==> src/hdl/eib_pkg.sv <==
// shared types and constants for the external interrupt block
// bus operation encoding and the decoded operation struct
`default_nettype none

package eib_pkg;

    // widths
    typedef logic [31:0] word_t;                  // bus data or address word
    typedef logic [31:0] irq_vec_t;               // one bit per interrupt line

    // scratch window and nesting geometry
    localparam int STACK_BITS = 5;                // log2 of window size in words
    localparam int STACK_SIZE = 1 << STACK_BITS;  // words per scratch window
    localparam int MAX_DEPTH  = 32;               // nesting levels

    typedef logic [$clog2(MAX_DEPTH)-1:0] depth_t;  // nesting level
    typedef logic [STACK_BITS-1:0]        slot_t;   // word within a window

    // address map, top 4 KB page
    localparam logic [19:0] PAGE_BASE = 20'hfffff;
    localparam word_t       STACK_TOP = 32'hffff_ffdf;  // highest scratch word

    localparam logic [11:0] REG_RA  = 12'hfff;    // return address push/pop
    localparam logic [11:0] REG_ISR = 12'hffe;    // interrupt status
    localparam logic [11:0] REG_IMR = 12'hffd;    // mask of current level

    // decoded bus operation
    typedef enum logic [3:0] {
        OP_NONE,
        OP_RA_PUSH,
        OP_RA_POP,
        OP_ISR_WR,
        OP_ISR_RD,
        OP_IMR_WR,
        OP_IMR_RD,
        OP_STK_WR,
        OP_STK_RD
    } bus_op_e;

    typedef struct packed {
        bus_op_e kind;    // what the access does
        slot_t   slot;    // scratch word, only for OP_STK_*
        word_t   wdata;   // write data, only for writes
    } bus_op_t;

endpackage

`default_nettype wire
==> src/hdl/eib_irq_status.sv <==
// interrupt status register and trap generation
// irq lines are sampled as levels, an ISR write overrides for one cycle
`timescale 1ns/1ps
`default_nettype none

module eib_irq_status (
    input  wire logic               clk,
    input  wire logic               reset_n,
    input  wire eib_pkg::irq_vec_t  irq,
    input  wire eib_pkg::bus_op_t   op,
    input  wire eib_pkg::irq_vec_t  cur_mask,
    output eib_pkg::irq_vec_t       isr,
    output logic                    trap
);

    eib_pkg::irq_vec_t irq_q;     // input sample stage

    always_ff @(posedge clk) begin
        if (!reset_n) begin
            irq_q <= '0;
            isr   <= '0;
            trap  <= 1'b0;
        end else begin
            irq_q <= irq;
            if (op.kind == eib_pkg::OP_ISR_WR)
                isr <= op.wdata;      // write wins over the sample
            else
                isr <= irq_q;
            trap  <= |(isr & cur_mask);
        end
    end

    // a trap always traces back to a pending status bit
    a_trap_has_cause: assert property (@(posedge clk) disable iff (!reset_n)
        trap |-> ($past(isr) != '0));

endmodule

`default_nettype wire

==> config.mk <==
export PLATFORM = sky130hd
export DESIGN_NAME = eib_irq_status
export DESIGN_NICKNAME = d
export VERILOG_FILES = /design/src/hdl/eib_pkg.sv /design/src/hdl/eib_irq_status.sv
export SDC_FILE = /design/constraint.sdc
export NUM_CORES = 1
export LEC_CHECK = 0
export ABC_AREA = 1
export BUFFER_PORTS_ARGS = -buffer_cell sky130_fd_sc_hd__buf_2
export CAP_MARGIN = 20
export CORE_UTILIZATION = 32
export DETAILED_ROUTE_END_ITERATION = 16
export PLACE_DENSITY_LB_ADDON = 0.25
export REMOVE_ABC_BUFFERS = 1
export SYNTH_ARGS = -nofsm -noshare
export SYNTH_HDL_FRONTEND = slang
export SYNTH_SLANG_ARGS = --single-unit
==> constraint.sdc <==
create_clock -name clk -period 1.59 [get_ports clk]
set_input_delay 0.0795 -clock clk [delete_from_list [all_inputs] [get_ports clk]]
set_output_delay 0.0795 -clock clk [all_outputs]
set_load 0.02 [all_outputs]
# == After elaboration in Yosys (flattened, before gate mapping) ==
# Cells that the tools add are included.
# totals
reg_bits,65
inputBits,107
# op_classes
n_eq_ne,1
n_mux,1
bitwise,1
reduce_logical,1
# op_table
op,n
32-bit AND,1
32-bit 2-to-1 mux,1
32-bit OR reduction,1
"4-bit by 2-bit == test with 1-bit output, second input constant",1

# == Depth between registers and ports, before layout ==
# logic_depth
word_depth,2
ltp_mapped,6
mapped_depth_nobuf,6

# == Worst setup path after synthesis ==
# No wires, ideal clock.
# synth_timing
kind,reg-to-reg
from,register isr[11]
to,register trap
t_arrival_ns,0.764
t_required_ns,1.473
path_slack_ns,0.709
stages_incl_launch_ff,7
period_less_slack_ns,0.881
path_cell_list,dfxtp_1 nand2_1 nand2_1 nor2_1 nand2_1 nor2_1 a21oi_1
# synth_between
elab_chain_cells,2
# synth_lines
item,line,rtl
from (decl),eib_irq_status.sv:12,"output eib_pkg::irq_vec_t isr,"
from (signal assigned),eib_irq_status.sv:26,isr <= op.wdata;
from (signal assigned),eib_irq_status.sv:28,isr <= irq_q;
32-bit AND,eib_irq_status.sv:29,trap <= |(isr & cur_mask);
32-bit OR reduction,eib_irq_status.sv:29,
to (signal assigned),eib_irq_status.sv:29,
to (decl),eib_irq_status.sv:13,output logic trap
# Every way passes these cells.
# A chain may end at the register's enable or synchronous reset.

# == Worst setup path in the final report ==
# layout_timing
from,register isr[25]
to,output port isr[25]
# No word-level cell between the ends.

==> flow_summary.html <==
<table>
<tr><th>Metric</th><th>Value</th></tr>
<tr><th colspan="2">Setup path</th></tr>
<tr><td>List of cells traversed by the critical path</td><td>buf_2</td></tr>
<tr><td>Critical path class</td><td>reg2out</td></tr>
<tr><td>Bufs and invs on worst path</td><td>1</td></tr>
<tr><td>Largest stage delay on the critical path</td><td>between 0.3 and 0.4 ns</td></tr>
<tr><td>Worst endpoint required time</td><td>1.51 ns</td></tr>
<tr><td>R2r setup slk</td><td>between 0.6 and 0.7 ns</td></tr>
<tr><td>Data arrival, critical path</td><td>roughly 0.87 ns</td></tr>
<tr><td>Nature of the critical path endpoint</td><td>output port</td></tr>
<tr><td>Slowest stage cell on the critical path</td><td>dfxtp_1</td></tr>
<tr><td>Family with the most delay on the worst path</td><td>flip-flops</td></tr>
<tr><td>Critical path peak fanout</td><td>2</td></tr>
<tr><td>Worst setup SP type</td><td>register</td></tr>
<tr><th colspan="2">Synth</th></tr>
<tr><td>Cell taking the most area after synthesis</td><td>dfxtp_1</td></tr>
<tr><td>Mean post-synth cell area</td><td>approximately 7.5 um^2</td></tr>
<tr><td>Yosys top cell area share</td><td>57.0%</td></tr>
<tr><td>Most area-consuming cells after synthesis</td><td>dfxtp_1 57%, nand2_1 14%, nor2_1 12%</td></tr>
<tr><td>Sequential-to-total area share from yosys stat</td><td>57.0%</td></tr>
<tr><td>Count of warnings emitted by yosys</td><td>0</td></tr>
<tr><td>Synth Register Bits</td><td>65</td></tr>
<tr><td>Cell Area, Synth</td><td>about 0.0023 mm^2</td></tr>
<tr><td>Yosys cell types</td><td>14</td></tr>
<tr><td>Post-Syn Instances</td><td>305</td></tr>
<tr><th colspan="2">Global route</th></tr>
<tr><td>Antenna violations before repair</td><td>0</td></tr>
<tr><td>Global-route usage over all layers</td><td>between 10% and 20%</td></tr>
<tr><td>First-pass GRT wire length</td><td>around 9400 um</td></tr>
<tr><td>Maximum number of pins on one net before global-route repair</td><td>66</td></tr>
<tr><td>Via count of the first global-routing pass</td><td>2244</td></tr>
<tr><td>Overflow after GRT</td><td>0</td></tr>
<tr><th colspan="2">Detailed routing</th></tr>
<tr><td>Drt first-iter violations</td><td>91</td></tr>
<tr><td>Antenna Nets Post-Route</td><td>0</td></tr>
<tr><td>Average wire per cell in the routed design</td><td>between 9 and 10 um</td></tr>
<tr><td>Number of remaining DRC errors</td><td>0</td></tr>
<tr><td>Number of search-and-repair iterations in the first detailed-routing pass</td><td>4</td></tr>
<tr><td>Vias per cell</td><td>between 4 and 5</td></tr>
<tr><td>Routed WL</td><td>slightly below 6000 um</td></tr>
<tr><td>Via count</td><td>2399</td></tr>
<tr><th colspan="2">CTS</th></tr>
<tr><td>Cts repair resizes</td><td>0</td></tr>
<tr><td>Clock edge transition at the registers on the reported setup and hold paths</td><td>roughly 0.06 ns</td></tr>
<tr><td>Number of H-tree levels</td><td>3</td></tr>
<tr><td>CTS Hold Bufs</td><td>50</td></tr>
<tr><td>Cell at the root of the clock tree</td><td>clkbuf_8</td></tr>
<tr><td>Clk_lat worst skew</td><td>approximately 0.32 ns</td></tr>
<tr><td>TritonCTS clock tree</td><td>done</td></tr>
<tr><td>Number of sinks on the clock net</td><td>65</td></tr>
<tr><td>Post-CTS Setup Inserts</td><td>0</td></tr>
<tr><td>Buffer levels on the longest clock path</td><td>2</td></tr>
<tr><td>CTS buffer count</td><td>9</td></tr>
<tr><th colspan="2">Finish</th></tr>
<tr><td>Nets@finish</td><td>approximately 600</td></tr>
<tr><td>Antenna diode count</td><td>0</td></tr>
<tr><td>Final design instance area without fill</td><td>about 0.0038 mm^2</td></tr>
<tr><td>Area used by multi-input combinational logic</td><td>772 um^2</td></tr>
<tr><td>Leading cell types in the layout, fill and taps excluded</td><td>134 x buf_2, 84 x nand2_1, 75 x nor2_1, 65 x dfxtp_1, 51 x dlygate4sd3_1</td></tr>
<tr><td>Most common cell after layout, fill and taps aside</td><td>buf_2</td></tr>
<tr><td>Total of fill cells in the finished design</td><td>690</td></tr>
<tr><td>FF/Latch Area</td><td>about 0.0013 mm^2</td></tr>
<tr><td>Area delta synth-&gt;final</td><td>64.6%</td></tr>
<tr><td>Fraction of final layout cells sized beyond drive strength 1</td><td>30.8%</td></tr>
<tr><th colspan="2">Placed design</th></tr>
<tr><td>IO Port Bufs</td><td>134</td></tr>
<tr><td>Sum of net half-perimeters after detailed placement</td><td>3680 um</td></tr>
<tr><td>Placer Congestion</td><td>around 0.77</td></tr>
<tr><td>Area of placed instances</td><td>0.00304 mm^2</td></tr>
<tr><th colspan="2">STA</th></tr>
<tr><td>Fmax</td><td>1.06 GHz</td></tr>
<tr><td>Number of failing setup endpoints in the final timing report</td><td>0</td></tr>
<tr><td>Ratio of final minimum period to clock period</td><td>between 50% and 60%</td></tr>
<tr><td>Worst max-slew margin expressed relative to the limit</td><td>78.9%</td></tr>
<tr><td>Final critical path time including I/O delays and setup</td><td>about 0.95 ns</td></tr>
<tr><td>Final max-slew violation count</td><td>0</td></tr>
<tr><td>Worst Tran Pin Value</td><td>around 0.32 ns</td></tr>
<tr><td>Total count of hold-check failures in the final report</td><td>0</td></tr>
<tr><td>Clk_skew</td><td>about 0.0046 ns</td></tr>
<tr><td>RSZ-0062 raised after global routing</td><td>no</td></tr>
<tr><td>Post-route setup TNS</td><td>0 ns</td></tr>
<tr><th colspan="2">Floorplan</th></tr>
<tr><td>Chip Height</td><td>86.5 um</td></tr>
<tr><td>Starting density of the core</td><td>around 33%</td></tr>
<tr><td>DIE WIDTH</td><td>86.5 um</td></tr>
<tr><td>I/O pin count</td><td>between 100 and 150</td></tr>
<tr><td>Die footprint</td><td>approximately 0.0075 mm^2</td></tr>
<tr><td>Row Count</td><td>30</td></tr>
<tr><td>Core area</td><td>0.00683 mm^2</td></tr>
<tr><th colspan="2">Min path</th></tr>
<tr><td>Hold/Removal Path Class</td><td>in2reg</td></tr>
<tr><th colspan="2">Run status</th></tr>
<tr><td>Run status</td><td>finished, final reports clean</td></tr>
<tr><th colspan="2">Pwr</th></tr>
<tr><td>Total leakage power</td><td>around 0.0021 uW</td></tr>
<tr><td>Areal power density over the cells</td><td>between 900 and 1000 mW/mm^2</td></tr>
<tr><td>Largest voltage drop on the vdd net</td><td>around 0.5 mV</td></tr>
<tr><th colspan="2">Flow run</th></tr>
<tr><td># Max-Cap Violations</td><td>0</td></tr>
</table>
state kept, by name, summed over array words and instances (netlist names):
name	cells
isr	32
irq_q	32
trap	1
Yosys cell counts:
cell      count
nand2_1      84
o21ai_1       6
clkbuf_2      2
dfxtp_1      65
o21ai_0      26
inv_2         1
nand3_2       1
clkbuf_1      4
nor2_1       75
buf_2         3
a21oi_1       1
inv_1        33
buf_6         3
buf_4         1
final timing paths:
| path | startpoint | endpoint | cells past startpoint |
|---|---|---|---|
| setup / recovery | isr[25] | isr[25] | 1 |
| setup reg to reg | isr[4] | trap | 6 |
| hold / removal | op[10] | isr[10] | 3 |
| hold reg to reg | irq_q[14] | isr[14] | 2 |
layout make-up:
type / count / share of cell area [%]
timing repair buffer: 188 / 32.7
clock buffer: 14 / 4.60
multi-input combinational: 193 / 20.5
clock inverter: 2 / 0.932
inverter: 34 / 3.40
tap: 96 / 3.20
sequential: 65 / 34.6
per-layer routing:
metal | track usage [%] | vias up | share of wire [%]
met4 | 7.27 | 0 | 1.4
met2 | 29.1 | 79 | 49
li1 | - | 1280 | -
met1 | 18.6 | 1033 | 44
met5 | 0 | - | 0
met3 | 4.10 | 7 | 5.2
power by group:
group          internal [uW]  total, uW  switching [uW]
Clock                    852       1410             554
Combinational            270        506             236
Sequential              1720       1750            31.6
through the flow:
step	hold slack (ns)	std cells	utilization, %	worst slack [ns]	power (uW)
3_5_place_dp	0.265	525	44.5	0.507	2200
2_1_floorplan	0.173	292	-	0.471	1970
6_report	0.0127	592	55.0	0.643	3660
5_1_grt	0.00785	592	55.0	0.467	3870
4_1_cts	0.000338	591	54.9	0.599	3730
3_3_place_gp	0.261	525	44.5	0.550	2190
logic make-up (layout without fill, tap and decap cells):
logic type	count (synthesis)	count (layout)	share of synthesized area [%]
AOI/OAI and AO/OA	33	33	7.24
buffers and inverters	47	238	9.16
DFF	65	65	57.0
and+or+nand+nor	160	160	26.6
Note: power is estimated with default switching activity, not from simulation.
