==> config.mk <==
export PLATFORM = sky130hd
export DESIGN_NAME = eib_bus_decode
export DESIGN_NICKNAME = d
export VERILOG_FILES = /design/src/hdl/eib_pkg.sv /design/src/hdl/eib_bus_decode.sv
export SDC_FILE = /design/constraint.sdc
export NUM_CORES = 1
export LEC_CHECK = 0
export BUFFER_PORTS_ARGS = -buffer_cell sky130_fd_sc_hd__buf_4
export CORE_MARGIN = 5
export CORE_UTILIZATION = 30
export DETAILED_ROUTE_END_ITERATION = 12
export PLACE_DENSITY = 0.59
export SLEW_MARGIN = 30
export SYNTH_ARGS = -nofsm -noshare
export SYNTH_HDL_FRONTEND = slang
export SYNTH_SLANG_ARGS = --single-unit
==> constraint.sdc <==
create_clock -name clk -period 6.06 [get_ports clk]
set_clock_uncertainty 0.15 [all_clocks]
set_input_delay 0.606 -clock clk [delete_from_list [all_inputs] [get_ports clk]]
set_output_delay 0.606 -clock clk [all_outputs]
set_load 0.01 [all_outputs]
==> src/hdl/eib_pkg.sv <==
// shared types and constants for the external interrupt block
// bus operation encoding and the decoded operation struct
`default_nettype none

package eib_pkg;

    // widths
    typedef logic [31:0] word_t;                  // bus data or address word
    typedef logic [31:0] irq_vec_t;               // one bit per interrupt line

    // scratch window and nesting geometry
    localparam int STACK_BITS = 5;                // log2 of window size in words
    localparam int STACK_SIZE = 1 << STACK_BITS;  // words per scratch window
    localparam int MAX_DEPTH  = 32;               // nesting levels

    typedef logic [$clog2(MAX_DEPTH)-1:0] depth_t;  // nesting level
    typedef logic [STACK_BITS-1:0]        slot_t;   // word within a window

    // address map, top 4 KB page
    localparam logic [19:0] PAGE_BASE = 20'hfffff;
    localparam word_t       STACK_TOP = 32'hffff_ffdf;  // highest scratch word

    localparam logic [11:0] REG_RA  = 12'hfff;    // return address push/pop
    localparam logic [11:0] REG_ISR = 12'hffe;    // interrupt status
    localparam logic [11:0] REG_IMR = 12'hffd;    // mask of current level

    // decoded bus operation
    typedef enum logic [3:0] {
        OP_NONE,
        OP_RA_PUSH,
        OP_RA_POP,
        OP_ISR_WR,
        OP_ISR_RD,
        OP_IMR_WR,
        OP_IMR_RD,
        OP_STK_WR,
        OP_STK_RD
    } bus_op_e;

    typedef struct packed {
        bus_op_e kind;    // what the access does
        slot_t   slot;    // scratch word, only for OP_STK_*
        word_t   wdata;   // write data, only for writes
    } bus_op_t;

endpackage

`default_nettype wire
==> src/hdl/eib_bus_decode.sv <==
// bus decode stage
// turns strobe, rw and address into one registered operation
`timescale 1ns/1ps
`default_nettype none

module eib_bus_decode (
    input  wire logic            clk,
    input  wire logic            reset_n,
    input  wire logic            strobe,
    input  wire logic            rw,      // 1 means write
    input  wire eib_pkg::word_t  addr,
    input  wire eib_pkg::word_t  wdata,
    output eib_pkg::bus_op_t     op
);

    logic             in_page;
    logic             in_window;
    eib_pkg::bus_op_e next_kind;
    eib_pkg::bus_op_e kind_q;
    eib_pkg::slot_t   slot_q;
    eib_pkg::word_t   wdata_q;

    assign in_page   = (addr[31:12] == eib_pkg::PAGE_BASE);
    // below STACK_TOP by less than one window, wraps to huge values above it
    assign in_window = (eib_pkg::STACK_TOP - addr) <
                       eib_pkg::word_t'(eib_pkg::STACK_SIZE);

    always_comb begin
        next_kind = eib_pkg::OP_NONE;
        if (strobe && in_page) begin
            case (addr[11:0])
                eib_pkg::REG_RA:  next_kind = rw ? eib_pkg::OP_RA_PUSH : eib_pkg::OP_RA_POP;
                eib_pkg::REG_ISR: next_kind = rw ? eib_pkg::OP_ISR_WR  : eib_pkg::OP_ISR_RD;
                eib_pkg::REG_IMR: next_kind = rw ? eib_pkg::OP_IMR_WR  : eib_pkg::OP_IMR_RD;
                default: begin
                    if (in_window)
                        next_kind = rw ? eib_pkg::OP_STK_WR : eib_pkg::OP_STK_RD;
                end
            endcase
        end
    end

    always_ff @(posedge clk) begin
        if (!reset_n)
            kind_q <= eib_pkg::OP_NONE;
        else
            kind_q <= next_kind;          // one op per strobe cycle
    end

    always_ff @(posedge clk) begin
        if (strobe) begin
            slot_q  <= eib_pkg::slot_t'(addr[eib_pkg::STACK_BITS-1:0]);
            wdata_q <= wdata;
        end
    end

    assign op = '{kind: kind_q, slot: slot_q, wdata: wdata_q};

    a_strobe_known: assert property (@(posedge clk) disable iff (!reset_n)
        !$isunknown(strobe));

endmodule

`default_nettype wire

# After elaboration in Yosys (flattened, before gate mapping)
# Index checks and enable logic that the tools add are counted.
totals:
  register_bits: 41
  in_bits: 68
  out_inout_bits: 41
  elab_cells: 17
classes:
  add_sub_neg: 1
  magnitude_cmp: 1
  n_eq_ne: 4
  mux: 6
  reduce_logical: 2
op_table:
  columns: ["operator", "n"]
  rows:
  - ["12-bit == test (second input constant)", 3]
  - ["32-bit by 6-bit < comparator with 1-bit output (second input constant)", 1]
  - ["32-bit subtractor (first input constant)", 1]
  - ["20-bit == test (second input constant)", 1]
  - ["4-bit case mux with 3 select lines", 1]
  - ["4-bit two-way mux", 2]
  - ["2-bit two-way mux", 2]
  - ["3-bit two-way mux", 1]
  - ["2-bit AND reduction", 1]
  - ["1-bit logical AND", 1]

# Longest topological paths before layout
# Gate-level depths: netlist of the first run.
logic_depth:
  ltp_word: 4
  ltp_mapped: 8
  mapped_depth_nobuf: 8

# Worst setup path after synthesis of the first run
# Ideal clock, no wire load.
synth_path:
  path_type: "input to register"
  from: "input port addr[5]"
  to: "register kind_q[1]"
  setup_time_ns: 0.058
  arrival_time_ns: 2.233
  required_time_ns: 5.852
  slack_ns: 3.619
  cell_stages: 7
  n_path_buf: 0
  cell_sequence: "ha_1 -> xnor2_1 -> or4_1 -> nor4_2 -> nand3_1 -> a2111oi_2 -> o21a_1"
synth_via:
  elab_chain_len: 4
  elab_cells_between_ends: 7
  cone_classes: "add/sub: 1; order compare: 1; eq/ne: 3; mux: 2"
synth_lines:
  columns: ["element", "line", "source"]
  rows:
  - ["start: declaration", "eib_bus_decode.sv:11", "input wire eib_pkg::word_t addr,"]
  - ["32-bit subtractor", "eib_bus_decode.sv:25", "assign in_window = (eib_pkg::STACK_TOP - addr) <"]
  - ["32-bit by 6-bit < comparator with 1-bit output", "eib_bus_decode.sv:25", null]
  - ["4-bit two-way mux", "eib_bus_decode.sv:36", "if (in_window)"]
  - ["4-bit case mux with 3 select lines (*)", "eib_bus_decode.sv:31", "case (addr[11:0])"]
  - ["end signal: assignment", "eib_bus_decode.sv:45", "kind_q <= eib_pkg::OP_NONE;"]
  - ["end signal: assignment", "eib_bus_decode.sv:47", "kind_q <= next_kind;"]
  - ["end: declaration", "eib_bus_decode.sv:19", "eib_pkg::bus_op_e kind_q;"]
# Mark *: on every way between the ends. The rest lies on a longest branch, timed or not.
# A chain may end at the register's enable or synchronous reset.

# Worst setup path in the final report of the first run
layout_path:
  from: "input port addr[5]"
  to: "register kind_q[2]"
# The elaborated chain is that of the path after synthesis.

==> results of run 1 <==
==> state kept, by name (all words and copies together), names as in the netlist <==
register  count
kind_q        4
wdata_q      32
slot_q        5
==> power by group <==
| part | leakage, nW | internal (mW) | switching (mW) | total [mW] |
|---|---|---|---|---|
| combinational | 0.642 | 0.0556 | 0.0418 | 0.0973 |
| sequential | 0.394 | 0.330 | 0.00523 | 0.336 |
| clock | 0.0585 | 0.134 | 0.0834 | 0.217 |
==> path summary, 6_finish.rpt <==
kind,startpoint,end,slack [ns],depth (start not counted)
setup / recovery,addr[5],kind_q[2]$_SDFF_PN0_,3.56,9
hold / removal,wdata[21],wdata_q[21]$_DFFE_PP_,0.34,1
==> per-stage QoR <==
step	instance area, um^2	hold slack (ns)	power, mW
detailed placement	2580	0.636	0.440
finish	2700	0.344	0.650
floorplan	1690	0.555	0.364
global placement	2580	0.634	0.439
CTS	2700	0.329	0.662
global route	2700	0.319	0.683
==> layout make-up <==
cell class,instances,area share
clock inverters,1,0.0111
repair buffers,108,0.300
well taps,72,0.0333
inverters,4,0.00556
multi-input cells,70,0.177
clock buffers,7,0.0320
flip-flops and latches,41,0.441
==> cells in the mapped netlist, drive strengths merged (2+ instances only) <==
cell type	number
nand2b	2
and4	2
o21a	2
dfxtp	4
o21ai	3
inv	4
nor3b	2
nand3	9
a2111oi	3
edfxtp	37
nor4	6
nor2	3
xnor2	4
a21oi	6
nor3	4
a21o	2
nand4	8
nand2	6
==> logic make-up (layout without fill, tap and decap cells) <==
logic type,Yosys count,after routing,share of synthesized area
AND/OR/NAND/NOR,47,47,0.180
buffers and inverters,5,120,0.0118
adder cells (fa/ha/maj),1,1,0.00741
XOR/XNOR,4,4,0.0207
AO/OA/AOI/OAI,18,18,0.0748
flip-flops,41,41,0.705
==> per-layer routing <==
layer / GRT usage / wire length [um] / part of all wire
met5: 0 / 0 / 0
met1: 0.161 / 1900 / 0.41
met3: 0.0398 / 580 / 0.13
met2: 0.200 / 2050 / 0.45
met4: 0.0518 / 72 / 0.016
==> worst max-delay path: stages <==
cell and delay [ns]:
buf_4 0.12, ha_1 0.18, nand3_1 0.20, a2111oi_0 0.46, o21ai_0 0.14, a21oi_1 0.18
nand3_1 0.13, a2111oi_2 0.39, o21a_1 0.18
==> cell usage in the layout, fill, tap and decap left out, types with 3 or more instances in the layout <==
| cell | Yosys | routed |
|---|---|---|
| nor3_1 | 4 | 4 |
| a21oi_1 | 6 | 6 |
| edfxtp_1 | 37 | 37 |
| inv_1 | 4 | 4 |
| o21ai_0 | 3 | 3 |
| buf_4 | 0 | 108 |
| nor4_1 | 4 | 4 |
| nand2_1 | 6 | 6 |
| nor2_1 | 3 | 3 |
| nand4_1 | 6 | 6 |
| clkbuf_8 | 0 | 6 |
| dfxtp_1 | 4 | 4 |
| xnor2_1 | 4 | 4 |
| nand3_1 | 9 | 9 |
==> flow_summary.ini, run 1 <==
[detailed_routing]
route.vias.total = 1438
drcViolationCount = 0
first_pass_iters = 4
drtIter0Drc = 69
avgViaCountPerCell = 4.75
wl_per_cell_um = 15.2
totalWireLength_mm = 4.60
drtAntennaViolNets = 0

[synthesis]
syn_inst = 116
yosysTopAreaCell = edfxtp_1
synth_edf_count = 37
avgSynthCellArea_um2 = 14.6
synth_flop_cell = edfxtp_1
ys_ff_latch = 41
synth_top_area_share = 0.658
seq_area_frac_synth = 0.705
synth_warnings = 0
synth_nets = 185
syn_area_um2 = 1690
ys_types = 32
ys_top_cells_by_area = edfxtp_1 66%, dfxtp_1 4.7%, nand3_1 2.7%
async_flop_share = 0

[critical_path]
critPathLaunchType = input port
worst-endpoint-required_ns = 6.14
path_class = input port to flop
critPathMaxFanout = 6
crit_arrival_ns = 2.58
endpoint_kind = flop

[finish]
syn_to_final_growth_pct = 59.9
final_core_util = 0.494
fin_nets = 299
multi_input_area_um2 = 478
final_cells = 303
n_fill_cell = 504
final-seq-area_um2 = 1190
layout-drive-gt1-share = 0.528
diodes = 0

[global_route]
grt_max_degree = 39
grt_pass1_wl_mm = 7.16
grt_pass1_vias = 1478
grt_overflow = 0
antenna_found_initial = 0
grtUsageTotal = 0.127

[timing]
setup_viol = 0
period_share = 0.412
hold_viol_final = 0
finalSetupTns_ns = 0
rsz0062_at_grt = no
max_freq_ghz = 0.400
setup_ws_ns = 3.56
report.final.slew_viol_count = 0
slew_headroom = 0.614
fin_crit_ns = 2.50
worst_pin_slew_ns = 0.574

[run_status]
outcome = complete, no violations

[worst_hold_path]
hold_path.class = input port to flop

[cts]
cts_setup_buffers = 0
cts_hold_buf = 0
ctsLongestPathBuffers = 2
cts_tree = done
cts.sinks = 41
cts_buffers = 5
ctsResizeCount = 0
clk_pin_slew_ns = 0.07
htree_num_levels = 2
clockRootBuffer = clkbuf_8

[die]
die_area_um2 = 7230
die_h_um = 85.0
die_x_um = 85.0
num_rows = 27
core_area_um2 = 5470
ios = 109
start_util = 0.309

[placed_design]
port_buffers = 108
placed_cells = 295
hpwl_mm = 3.74
gp_congestion = 0.804
pre_cts_ws_ns = 3.27

[power_and_ir_drop]
powerDensity_nw_per_um2 = 241
p_leak_nw = 1.09
ir_drop_mv = 0.144

[job]
drv_cap = 0
No activity file was read; power rests on OpenSTA's default activity.
==> run 2, diff against run 1 <==
--- a/config.mk
+++ b/config.mk
@@ -5,11 +5,12 @@
 export SDC_FILE = /design/constraint.sdc
 export NUM_CORES = 1
 export LEC_CHECK = 0
+export ABC_AREA = 1
 export BUFFER_PORTS_ARGS = -buffer_cell sky130_fd_sc_hd__buf_4
 export CORE_MARGIN = 5
 export CORE_UTILIZATION = 30
 export DETAILED_ROUTE_END_ITERATION = 12
-export PLACE_DENSITY = 0.59
+export PLACE_DENSITY = 0.58
 export SLEW_MARGIN = 30
 export SYNTH_ARGS = -nofsm -noshare
 export SYNTH_HDL_FRONTEND = slang
==> constraint.sdc (replaced) <==
create_clock -name clk -period 2.05 [get_ports clk]
set_clock_uncertainty 0.15 [all_clocks]
set_input_delay 0.205 -clock clk [delete_from_list [all_inputs] [get_ports clk]]
set_output_delay 0.205 -clock clk [all_outputs]
set_load 0.01 [all_outputs]
==> run 2 against run 1 <==
  * Die area increased by 22%
  * Cell area grew 31%
  * Setup slack got worse by 3.1 ns
  * Sequential share of layout area fell by 10 points
  * Critical path type unchanged
  * Highest routed layer unchanged
==> flow_summary.ini, run 2 <==
[detailed_routing]
totalWireLength_mm = 6.18
wl_met1_mm = 2.58
wl_per_cell_um = 12.4
route.vias.total = 2139
drtIter0Drc = 45
drtAntennaViolNets = 0
met2WireLength_mm = 2.87
highest_layer = met4
drcViolationCount = 0
avgViaCountPerCell = 4.29
first_pass_iters = 4
wl_met3_um = 606

[timing]
max_freq_ghz = 0.619
hold_viol_final = 0
fin_crit_ns = 1.62
slew_headroom = 0.777
finalSetupTns_ns = 0
period_share = 0.788
worst_pin_slew_ns = 0.332
setup_viol = 0
rsz0062_at_grt = no
report.final.slew_viol_count = 0

[cts]
ctsLongestPathBuffers = 2
htree_num_levels = 2
ctsResizeCount = 0
cts_buffers = 5
cts_hold_buf = 37
cts_tree = done
cts.sinks = 41
clockRootBuffer = clkbuf_8
clk_pin_slew_ns = 0.07
cts_setup_buffers = 0

[critical_path]
setup.worst_path.start = addr[5]
crit_arrival_ns = 1.69
worst-endpoint-required_ns = 2.13
critPathLaunchType = input port
endpoint_kind = flop
path_class = input port to flop
critPathMaxFanout = 6

[finish]
fin_nets = 471
diodes = 0
layout_common_cells = 110 x buf_4, 92 x nand2_1, 38 x nor2_1, 37 x dlygate4sd3_1, 37 x edfxtp_1
largest_register_ffs = 32
top_register = wdata_q
syn_to_final_growth_pct = 67.6
n_fill_cell = 649
final-seq-area_um2 = 1190
multi_input_area_um2 = 798
layout_commonest_cell = buf_4
layout-drive-gt1-share = 0.328
reg_top3 = wdata_q (32), slot_q (5), kind_q (4)

[synthesis]
muxShareOfSynthArea = 0
yosys.area_share.simple = 0.343
synth_compound_area_frac = 0.0255
synth_edf_count = 37
synth_most_common_cell = nand2_1
syn_inst = 248
ys_ff_latch = 41
syn_area_um2 = 2110
synth_top_area_share = 0.526
synth_flop_cell = edfxtp_1
ys_types = 23
ys_top_cells_by_area = edfxtp_1 53%, nand2_1 16%, nor2_1 6.8%
synth_warnings = 0
synth_nets = 317
synthXorXnorAreaFrac = 0.00415
async_flop_share = 0
yosysTopAreaCell = edfxtp_1
synth_fa_ha_area_frac = 0.00593
synth_top_family_by_area = simple AND/OR/NAND/NOR gates
synthTopCellsByCount = 92 x nand2_1, 38 x nor2_1, 37 x edfxtp_1
seq_area_frac_synth = 0.564
avgSynthCellArea_um2 = 8.51

[worst_hold_path]
whs_endpoint = kind_q[0]$_SDFF_PN0_
hold_path.class = input port to flop
hp-start = rw
hold_depth = 3

[die]
start_util = 0.309
die_area_um2 = 8810
num_rows = 30
die_x_um = 93.9
die_h_um = 93.9
ios = 109
core_area_um2 = 6830

[placed_design]
hpwl_mm = 4.84
port_buffers = 108
gp_congestion = 0.882

[global_route]
grt_pass1_wl_mm = 9.84
grt_pass1_vias = 2143
grt_overflow = 0
grtUsageTotal = 0.142
grt_max_degree = 22
antenna_found_initial = 0

[power_and_ir_drop]
p_leak_nw = 1.63
powerDensity_nw_per_um2 = 566
total_power_mw = 2.00
ir_drop_mv = 0.258

[run_status]
outcome = complete, no violations

[job]
drv_cap = 0
-- run 2: where the power goes --
part	internal, mW	switching, mW	total (mW)	leakage (nW)
sequential	0.976	0.0159	0.992	0.394
combinational	0.221	0.168	0.389	1.18
clock	0.358	0.264	0.622	0.0518
-- run 2: critical path, cell delays in order --
cell	delay, ns
buf_4	0.08
ha_1	0.17
inv_1	0.09
nor2_4	0.13
nand2_1	0.11
nor2_4	0.19
nand2_1	0.07
nand2_1	0.06
nand2_1	0.05
nor2_1	0.11
nand2_1	0.08
nor2_2	0.14
nand2_1	0.10
a21oi_2	0.12
-- run 2: cells by family (layout without fill, tap and decap cells) --
| family | count (synthesis) | count (layout) |
|---|---|---|
| simple gates | 163 | 163 |
| xor+xnor | 1 | 1 |
| flops | 41 | 41 |
| buf+inv | 32 | 187 |
| fa+ha+maj | 1 | 1 |
| compound gates | 10 | 10 |
-- run 2: area by class of cell --
class | count | share of cell area
Inverter | 32 | 0.0343
Clock inverter | 3 | 0.0117
Multi-Input combinational cell | 175 | 0.226
Clock buffer | 5 | 0.0195
Sequential cell | 41 | 0.337
Tap cell | 96 | 0.0340
Timing Repair Buffer | 147 | 0.338
-- run 2: metrics by stage --
step / hold slack [ns] / setup WS, ns / std cells / instance area [um^2] / util
2_1_floorplan: 0.154 / 0.422 / 248 / 2110 / -
3_3_place_gp: 0.233 / 0.219 / 454 / 3060 / 0.447
3_5_place_dp: 0.234 / 0.114 / 454 / 3060 / 0.447
4_1_cts: 0.0149 / 0.415 / 499 / 3540 / 0.518
5_1_grt: 0.0149 / 0.217 / 499 / 3540 / 0.518
6_report: 0.0202 / 0.434 / 499 / 3540 / 0.518
-- run 2: metal layers --
layer / track usage / vias to the layer above
met2: 0.246 / 99
met4: 0.0505 / 0
met5: 0 / -
li1: - / 1103
met3: 0.0361 / 11
met1: 0.169 / 926
-- run 2: worst max-delay path by stage --
stage	endpoint	slack [ns]	cells after the start
after global routing	kind_q[0]$_SDFF_PN0_	0.22	12
after floorplan	kind_q[0]$_SDFF_PN0_	0.42	13
final	kind_q[0]$_SDFF_PN0_	0.43	14
after detailed placement	kind_q[2]$_SDFF_PN0_	0.11	14
after CTS	kind_q[2]$_SDFF_PN0_	0.41	14
after global placement	kind_q[0]$_SDFF_PN0_	0.22	14
