### config.mk
export PLATFORM = sky130hd
export DESIGN_NAME = eib_read_result
export DESIGN_NICKNAME = d
export VERILOG_FILES = /design/src/hdl/eib_pkg.sv /design/src/hdl/eib_read_result.sv
export SDC_FILE = /design/constraint.sdc
export NUM_CORES = 1
export LEC_CHECK = 0
export BUFFER_PORTS_ARGS = -buffer_cell sky130_fd_sc_hd__buf_4
export CAP_MARGIN = 10
export CORE_ASPECT_RATIO = 1.75
export CORE_MARGIN = 10
export CORE_UTILIZATION = 30
export CTS_CLUSTER_SIZE = 30
export DETAILED_ROUTE_END_ITERATION = 6
export GPL_ROUTABILITY_DRIVEN = 0
export PLACE_DENSITY = 0.78
export RECOVER_POWER = 100
export SYNTH_ARGS = -nofsm -noshare
export SYNTH_HDL_FRONTEND = slang
export SYNTH_SLANG_ARGS = --single-unit
### constraint.sdc
create_clock -name clk -period 1.9 [get_ports clk]
set_clock_uncertainty 0.2 [all_clocks]
set_input_delay 0.38 -clock clk [delete_from_list [all_inputs] [get_ports clk]]
set_output_delay 0.38 -clock clk [all_outputs]
set_load 0.01 [all_outputs]
### src/hdl/eib_pkg.sv
// shared types and constants for the external interrupt block
// bus operation encoding and the decoded operation struct
`default_nettype none

package eib_pkg;

    // widths
    typedef logic [31:0] word_t;                  // bus data or address word
    typedef logic [31:0] irq_vec_t;               // one bit per interrupt line

    // scratch window and nesting geometry
    localparam int STACK_BITS = 5;                // log2 of window size in words
    localparam int STACK_SIZE = 1 << STACK_BITS;  // words per scratch window
    localparam int MAX_DEPTH  = 32;               // nesting levels

    typedef logic [$clog2(MAX_DEPTH)-1:0] depth_t;  // nesting level
    typedef logic [STACK_BITS-1:0]        slot_t;   // word within a window

    // address map, top 4 KB page
    localparam logic [19:0] PAGE_BASE = 20'hfffff;
    localparam word_t       STACK_TOP = 32'hffff_ffdf;  // highest scratch word

    localparam logic [11:0] REG_RA  = 12'hfff;    // return address push/pop
    localparam logic [11:0] REG_ISR = 12'hffe;    // interrupt status
    localparam logic [11:0] REG_IMR = 12'hffd;    // mask of current level

    // decoded bus operation
    typedef enum logic [3:0] {
        OP_NONE,
        OP_RA_PUSH,
        OP_RA_POP,
        OP_ISR_WR,
        OP_ISR_RD,
        OP_IMR_WR,
        OP_IMR_RD,
        OP_STK_WR,
        OP_STK_RD
    } bus_op_e;

    typedef struct packed {
        bus_op_e kind;    // what the access does
        slot_t   slot;    // scratch word, only for OP_STK_*
        word_t   wdata;   // write data, only for writes
    } bus_op_t;

endpackage

`default_nettype wire
### src/hdl/eib_read_result.sv
// result stage, selects and holds the bus read data
`timescale 1ns/1ps
`default_nettype none

module eib_read_result (
    input  wire logic               clk,
    input  wire logic               reset_n,
    input  wire eib_pkg::bus_op_t   op,
    input  wire eib_pkg::irq_vec_t  isr,
    input  wire eib_pkg::irq_vec_t  cur_mask,
    input  wire eib_pkg::word_t     ra_out,
    input  wire eib_pkg::word_t     stk_out,
    output eib_pkg::word_t          rdata
);

    eib_pkg::bus_op_e kind_q;     // op kind one stage behind execute

    always_ff @(posedge clk) begin
        if (!reset_n) begin
            kind_q <= eib_pkg::OP_NONE;
            rdata  <= '0;
        end else begin
            kind_q <= op.kind;
            case (kind_q)
                eib_pkg::OP_RA_POP: rdata <= ra_out;   // popped last cycle
                eib_pkg::OP_ISR_RD: rdata <= eib_pkg::word_t'(isr);
                eib_pkg::OP_IMR_RD: rdata <= eib_pkg::word_t'(cur_mask);
                eib_pkg::OP_STK_RD: rdata <= stk_out;
                default: begin
                end                                     // hold
            endcase
        end
    end

endmodule

`default_nettype wire

======== Word-level counts from Yosys, hierarchy flattened ========
Index checks and enable logic that the tools add are counted.
word-level totals
  output and inout port bits .............. 32
  register bits after elaboration ......... 36
  word-level logic and storage cells ...... 8
  input bits .............................. 171
operators by class
  reductions and logical operators ........ 1
  equal/unequal tests ..................... 4
  muxes and demuxes ....................... 1
operators by type and width
  cell                                           number
  case mux 32 bit (4 select lines)               1
  == test 4 x 3 -> 1 bit, second input constant  2
  == test 4 x 2 -> 1 bit, second input constant  1
  == test 4 bit, second input constant           1
  nonzero test 4 bit                             1

======== Logic depth before layout (Yosys ltp) ========
Gate-level depths: netlist of the first run.
  depth in word-level cells ............... 2
  depth in mapped cells ................... 6
  gate-level depth less buffers ........... 3

======== Worst setup path before layout of the first run ========
No wires, ideal clock.
  path kind ............................... register to register
  start point ............................. reg kind_q[1]
  end point ............................... reg rdata[13]
  period minus slack after synthesis ...... 1671 ps
  library setup time ...................... 122 ps
  path buffers ............................ 2
  arrival time ............................ 1349 ps
  cell stages (with the launch flop) ...... 6
  required time ........................... 1578 ps
  slack ................................... 229 ps
  cells stage by stage .................... dfxtp_1 buf_6 o21a_1 o31a_4 buf_6 a221o_1
between the ends
  word-level cells in the longest chain between the ends .. 2
  elaborated cells between the ends (all ways) .. 6
  those cells by class .................... eq/ne: 4; mux: 1; reduce/logical: 1
RTL lines
  element                                                                 line                   source
  start, declared                                                         eib_read_result.sv:16  eib_pkg::bus_op_e kind_q;
  start signal, assigned                                                  eib_read_result.sv:20  kind_q <= eib_pkg::OP_NONE;
  start signal, assigned                                                  eib_read_result.sv:23  kind_q <= op.kind;
  == test 4 bit, or another cell as far along                             eib_read_result.sv:24  case (kind_q)
  case mux 32 bit (4 select lines) or nonzero test 4 bit (tied branches)  --
  end signal, assigned                                                    eib_read_result.sv:25  eib_pkg::OP_RA_POP: rdata <= ra_out;
  end signal, assigned                                                    eib_read_result.sv:26  eib_pkg::OP_ISR_RD: rdata <= eib_pkg::word_t'(isr);
  end signal, assigned                                                    eib_read_result.sv:27  eib_pkg::OP_IMR_RD: rdata <= eib_pkg::word_t'(cur_mask);
  end, declared                                                           eib_read_result.sv:13  output eib_pkg::word_t rdata
Parallel ways exist; a longest one is shown, timed or not.
A chain may end at the register's enable or synchronous reset.

======== Worst setup path in the final report of the first run ========
  start point ............................. reg kind_q[3]
  end point ............................... reg rdata[18]
Same word-level chain as after synthesis.

==> results.md, run 1 <==
- Dividing the detail-routed wire length by the instance count gives between 15 and 20 um.
- Measured along the x axis, the die boundary spans about 81 um.
- The number of antenna-violating nets in the routed design is 0.
- Of the available clock period, the critical path in the final layout requires about nine tenths.
- The highest-delay cell along the critical path is sky130_fd_sc_hd__o31a_4.
- The synthesized area is approximately 2000 um^2.
- The area growth from synthesis to layout is 70.0%.
- TritonCTS created 5 clock buffers.
- The synthesized design contains 36 register bits.
- The total grt overflow is 0.
- The most common cell after layout, fill and taps aside is sky130_fd_sc_hd__buf_4.
- The worst setup path is launched from a register.
- Before CTS, the worst setup slack after placement is -87.4 ps.
- The post-synthesis sequential area ratio is a little over a third.
- The static power due to leakage is around 0.0015 uW.
- The critical path in this run is classified as register to register.
- The routed via count divided by cell count is 5.26.
- The distinct cell type count after synthesis is 15.
- The critical path goes through nor3_1, o31a_4, a221o_1.
- The worst hold-check path type is input port to register.
- The relative slew slack is between 50% and 60%.
- The root buffer cell chosen for the clock tree is sky130_fd_sc_hd__clkbuf_16.
- The xor/xnor cell area share of the yosys netlist is 0%.
- The cell count after synthesis is about 200.
- In this run the vertical extent of the chip is 127 um.
- Summing the areas of all and, or, nand and nor instances in the mapped netlist gives a little under a tenth of the synthesized area.
- The startpoint identified for the worst hold timing path is op[37].
- TritonCTS built the clock tree.
- The core box area is between 6000 and 7000 um^2.
- Across all setup checks in the final design, the least slack found is around 160 ps.
- The setup TNS is 0 ps.
- The count of final hold-check violations is 0.
- The adder-cell share of the synthesized area is 0%.
- The floorplan has 39 rows.
- Wires add up to 8200 um.
- The number of nets in the layout is 527.
- The power density relative to cell area is about 660 nW/um^2.
- At the later pin of the worst-skew pair, clock insertion delay measures between 200 and 300 ps.
- After clock tree synthesis, the flow added hold-fix buffers numbering 0.
- The pre-antenna-repair detailed-routing pass consisted of 4 iterations.
- The number of max-slew violations in the final report is 0.
- The H-tree depth reported by CTS is 2.
- The initial antenna violation count was 0.
- Max-cap violations in this run came to 0.
- The count of input and output buffers is approximately 170.
- Summing all placed instances gives a cell area of between 3000 and 4000 um^2.
- Synthesis produced a netlist with a net count of 368.
- The average cell area after synthesis is between 9 and 10 um^2.
- After synthesis, the largest family of logic cells by area is compound AO/OA/AOI/OAI gates.
- Of the cells placed in the final design, the portion with a size suffix greater than 1 is between 40% and 50%.
- The number of diodes added for antenna fixing is 0.
- The worst setup path is captured at a register.
- The multiplexer share of the synthesized area is between 15 and 20%.
- The final non-filler cell area is approximately 3300 um^2.
- Detailed placement ended at an HPWL of approximately 6500 um.
- The required time of the critical path is about 1900 ps.
- The number of warnings reported in the yosys synthesis log is 0.
- The I/O pin total is between 200 and 250.
- The buffer depth of the longest clock path is 2.
- The reg-to-reg critical path startpoint is kind_q[3].
- The transition time at the pin with the least slew margin is about 690 ps.
- The number of vias in the routed layout is 2310.
- Setup repair after global routing left no endpoint under its margin.
- Summing the areas of all compound-gate instances in the mapped netlist gives around a third of the synthesized area.
- In the layout the commonest cells are sky130_fd_sc_hd__buf_4 (137), sky130_fd_sc_hd__dfxtp_1 (35), sky130_fd_sc_hd__clkbuf_1 (34).
- The maximum fanout encountered on the critical timing path is 32.
- The run finished with clean final reports.
- The critical path starts at kind_q[3].
- The first global-routing pass estimated 12600 um of wire.
- The sum of internal, switching and leakage power is around 2200 uW.
- Once the floorplan was initialized, standard cells occupied a little under a third of the core.
- After clock tree synthesis, the clock-pin slew on the worst setup and hold paths is approximately 60 ps.
- The worst-case IR drop observed on VDD is around 0.00037 V.
- For this run, the total global-route usage over all layers was measured as between 10% and 20%.
- The remaining design rule violation count is 0.
- The maximum cell stage delay along the critical path is between 400 and 500 ps.
- The smallest clock period supported by the final layout is computed as 1740 ps.
- Entering global routing, the biggest net connects 33 pins.
- The maximum achievable frequency is approximately 570 MHz.
- The die covers 10300 um^2.
- For the worst setup path, the data arrival time is roughly 1700 ps.
- Setup violations remaining at the end of the flow were counted as 0.
- The detailed router's first-iteration violation count is 95.
- The clock sink count is 36.
- The number of global-route vias before repair is 2502.
[where the power goes]
group          leakage [uW]  switching, uW  internal [uW]  total [uW]
registers          0.000296           35.2            815         850
logic               0.00117            224            330         554
clock network     0.0000701            298            522         819
total               0.00153            557           1670        2220
[worst max-delay path: cells and delay by family (launching register included)]
family,cells,cell delay (ps)
simple gates,1,90
flops,1,440
compound gates,2,890
[kinds of logic after synthesis]
| kind of cell | count (synthesis) |
|---|---|
| flops | 36 |
| buf+inv | 22 |
| compound gates | 66 |
| simple gates | 41 |
| mux | 32 |
[Yosys cell counts, drive strengths merged]
library cell / number / area share (%)
o31a: 1 / 0.89
mux2i: 32 / 16
clkbuf: 11 / 2.1
nor3: 1 / 0.25
nor2b: 2 / 0.64
and2: 4 / 1.3
o21a: 1 / 0.38
a22o: 32 / 14
a221o: 32 / 16
nor3b: 1 / 0.38
nor2: 32 / 6.1
nand4bb: 1 / 0.57
buf: 11 / 4.1
dfxtp: 36 / 37
[area by class of cell]
| class | instances | area [um^2] |
|---|---|---|
| clock buffer | 7 | 143 |
| sequential | 36 | 722 |
| fill | 645 | 3090 |
| timing repair buffer | 174 | 1220 |
| tap | 82 | 103 |
| multi-input combinational | 139 | 1150 |
| clock inverter | 1 | 7.51 |
[through the flow]
stage | std cells | hold slack [ps] | utilization, %
floorplan | 197 | 302 | -
global placement | 431 | 270 | 51.3
detailed placement | 431 | 273 | 51.3
CTS | 439 | 109 | 53.7
global route | 439 | 115 | 52.0
finish | 439 | 116 | 52.0
[flip-flops by register name, summed over array words and instances (netlist names)]
| signal | cells |
|---|---|
| rdata | 32 |
| kind_q | 4 |
[final timing paths]
check | to | slack, ps | cells after the start
setup / recovery | rdata[18] | 160 | 3
hold / removal | kind_q[0] | 120 | 2
setup reg to reg | rdata[18] | 160 | 3
hold reg to reg | rdata[14] | 280 | 1
[metal layers]
metal  up-vias  GRT usage [%]  part of all wire (%)
li1       1091              -                     -
met1      1112           15.7                    37
met2       103           27.8                    53
met3         4           4.92                   8.8
met4         0           4.40                   1.1
met5         -              0                     0
[what timing repair did]
item	CTS	global route
resized for setup	0	3
endpoints found under the setup margin	0	32
buffers inserted	0	0
No activity file was read; power rests on OpenSTA's default activity.
==> inputs of run 2 (changes only) <==
- CELL_PAD_IN_SITES_DETAIL_PLACEMENT: default -> 0
- CELL_PAD_IN_SITES_GLOBAL_PLACEMENT: default -> 1
- CORE_UTILIZATION: 30 -> 25
- PLACE_DENSITY: 0.78 -> 0.93
- clock period: 1.9 -> 2.2 ns (I/O delays scaled with it)
==> run 2 against run 1 <==
Sequential cell count is the same. Sequential power shrank 14%. Register-to-register slack gained 40 ps.
==> results.md, run 2 (synthesis gave the netlist of run 1 again) <==
- The flow ran to the end, and the final reports show no timing, DRC or antenna violations.
- The core box area was 7620 um^2 (+18%).
- The required time of the critical path is 2220 ps (+360 ps).
- The sum of internal, switching and leakage power is 1990 uW (-10%).
- Setup repair after global routing left no endpoint under its margin.
- The cell depth of the worst min-delay path came to 2 (unchanged).
- The largest net degree at the start of global routing is 33 (unchanged).
- The register with the most flip-flops in the final layout is rdata.
- The post-layout minimum cycle time was 2010 ps (+263 ps).
- The relative slew slack is 46.7% (-7.2 points).
- The insertion delay to the later sink of the worst-skew pair is 270 ps (about the same).
- In this run the worst hold path is classified as input port to register.
- The number of buffers added by the clock tree synthesis step came to 5 (unchanged).
- The utilization after layout was 43.3% (-8.6 points).
- The starting density of the core is 25.8% (-4.7 points).
- The total grt overflow was 0 (unchanged).
- The depth of the most critical reg-to-reg path is 4 (+1).
- The flip-flop count of the largest register after layout is 32 (unchanged).
- The die area came to 12000 um^2 (+16%).
- The detailed-placement wirelength estimate is 6690 um (+2.2%).
- The clock-pin slew of the registers on the worst-case setup and hold paths came to 60 ps (about the same).
- The count of hold-fix buffers inserted at cts is 0 (unchanged).
- The number of fillers in the final layout is 791 (+23%).
- The ratio of cells with drive above 1 in the final layout is 42.3% (-0.60 points).
- The maximum fanout encountered on the critical timing path came to 17 (-47%).
- The number of global-route vias before repair came to 2513 (+0.44%).
- The worst setup path is launched from a register.
- The maximum achievable frequency is 498 MHz (-13%).
- The worst register-to-register path begins at kind_q[3].
- The overall routed net length is 8340 um (+1.7%).
- The number of nets in the layout was 525 (-0.38%).
- The setup slack on the worst flop-to-flop path came to 190 ps (+40 ps).
- The number of antenna-violating nets in the routed design was 0 (unchanged).
- The floorplan die height was 137 um (+8.0%).
- The most common cell after layout, fill and taps aside is sky130_fd_sc_hd__buf_4.
- The static power due to leakage was 0.00151 uW (-1.3%).
- The number of cell rows is 42 (+7.7%).
- The first-pass detailed-route iteration total was 4 (unchanged).
- The routed via count divided by cell count was 5.07 (-3.6%).
- The final cycle utilization of the critical path was 91.2% (-0.58 points).
- The number of max-slew violations in the final report is 0 (unchanged).
- The clock sink count came to 36 (unchanged).
- TritonCTS built the clock tree.
- The H-tree depth reported by CTS is 2 (unchanged).
- The power density relative to cell area came to 603 nW/um^2 (-9.2%).
- The I/O pin total is 203 (unchanged).
- Relative to the synthesized area, the layout overhead comes to 67.7%.
- The number of vias in the routed layout is 2248 (-2.7%).
- The type of the worst setup path is register to register.
- The buffer depth of the longest clock path is 2 (unchanged).
- The largest vdd supply drop is 0.000373 V (+1.1%).
- The endpoint of the most critical register-to-register path is rdata[14].
- The detailed router's first-iteration violation count is 61 (-36%).
- The initial antenna violation count is 0 (unchanged).
- The count of final hold-check violations is 0 (unchanged).
- The remaining design rule violation count is 0 (unchanged).
- The transition time at the pin with the least slew margin came to 796 ps (+105 ps).
- The cell at the root of the clock tree is sky130_fd_sc_hd__clkbuf_16.
- In the final layout, the registers with the most flip-flops are rdata (32), kind_q (4).
- The final number of setup-violating endpoints is 0 (unchanged).
- The total of max-cap violations was 0 (unchanged).
- The number of diodes added for antenna fixing is 0 (unchanged).
- The count of input and output buffers is 165 (unchanged).
- STA classifies the critical path endpoint as a register.
- The end of the worst hold path is kind_q[3].
- In this run the most critical hold path is launched from op[40].
- The top cell types in the final layout, fill and taps aside, are sky130_fd_sc_hd__buf_4 (138), sky130_fd_sc_hd__clkbuf_1 (35), sky130_fd_sc_hd__dfxtp_1 (35).
- The global routing usage summed across all routing layers was 13.0% (-2.2 points).
- The first-pass GRT wire length is 12500 um (-0.71%).
- The critical path arrival is 2020 ps (+320 ps).
- The width of the die came to 87.1 um (+7.2%).
- The detailed-route wire length per cell is 18.8 um (+0.75%).
## run 2: changes by cell type in the layout (fill, tap and decap cells not counted)
cell,change
sky130_fd_sc_hd__buf_12,-3
sky130_fd_sc_hd__buf_4,+1
sky130_fd_sc_hd__bufinv_16,+1
sky130_fd_sc_hd__clkbuf_1,+1
sky130_fd_sc_hd__clkbuf_4,-1
sky130_fd_sc_hd__clkbuf_8,-1
sky130_fd_sc_hd__clkinv_2,+1
sky130_fd_sc_hd__clkinvlp_4,-1
sky130_fd_sc_hd__nor2b_2,+2
sky130_fd_sc_hd__nor2b_4,-2
## run 2: worst max path at each step
stage                end  startpoint  slack (ps)
2_1_floorplan  rdata[13]   kind_q[1]         530
3_3_place_gp   rdata[24]     reset_n         -60
3_5_place_dp    rdata[1]     reset_n        -100
4_1_cts         rdata[1]   kind_q[0]          80
5_1_grt        rdata[17]   kind_q[3]          80
6_report       rdata[14]   kind_q[3]         190
## run 2: area by class of cell
cell class / instances / area (um^2) / area share, %
multi-input combinational: 139 / 1140 / 34.6
clock inverter: 2 / 35.0 / 1.06
clock buffer: 6 / 129 / 3.90
timing repair buffer: 172 / 1160 / 35.2
sequential: 36 / 722 / 21.9
tap: 88 / 110 / 3.33
## run 2: per-layer routing
| metal | wire length (um) | track usage, % | vias to the layer above |
|---|---|---|---|
| met1 | 2870 | 12.4 | 1059 |
| met4 | 141 | 5.52 | 0 |
| met5 | 0 | 0 | - |
| met3 | 652 | 4.08 | 6 |
| li1 | - | - | 1091 |
| met2 | 4670 | 24.3 | 92 |
## run 2: report_power, final
part / leakage [uW] / switching [uW] / internal [uW] / total, uW
clock network: 0.0000808 / 259 / 533 / 792
logic: 0.00114 / 192 / 274 / 466
registers: 0.000296 / 28.6 / 704 / 733
## run 2: metrics by stage
stage / setup WS [ps] / instance area (um^2) / instances / TNS (ps) / hold WS (ps)
after floorplan: 529 / 1970 / 197 / 0 / 324
after global placement: -64.2 / 3260 / 435 / -1040 / 270
after detailed placement: -105 / 3260 / 435 / -1650 / 274
after CTS: 77.3 / 3420 / 443 / 0 / 164
after global routing: 81.9 / 3300 / 443 / 0 / 173
final: 194 / 3300 / 443 / 0 / 175
## run 2: worst max-delay path: stages (launching register included)
cell                      delay, ps
sky130_fd_sc_hd__dfxtp_1        390
sky130_fd_sc_hd__nor2b_2        660
sky130_fd_sc_hd__buf_4          360
sky130_fd_sc_hd__a22o_1         190
sky130_fd_sc_hd__a221o_1        130
## run 2: repair_timing
action                     CTS  global route
setup endpoints to repair    0            17
gates resized for setup      0             1
buffers inserted             0             0
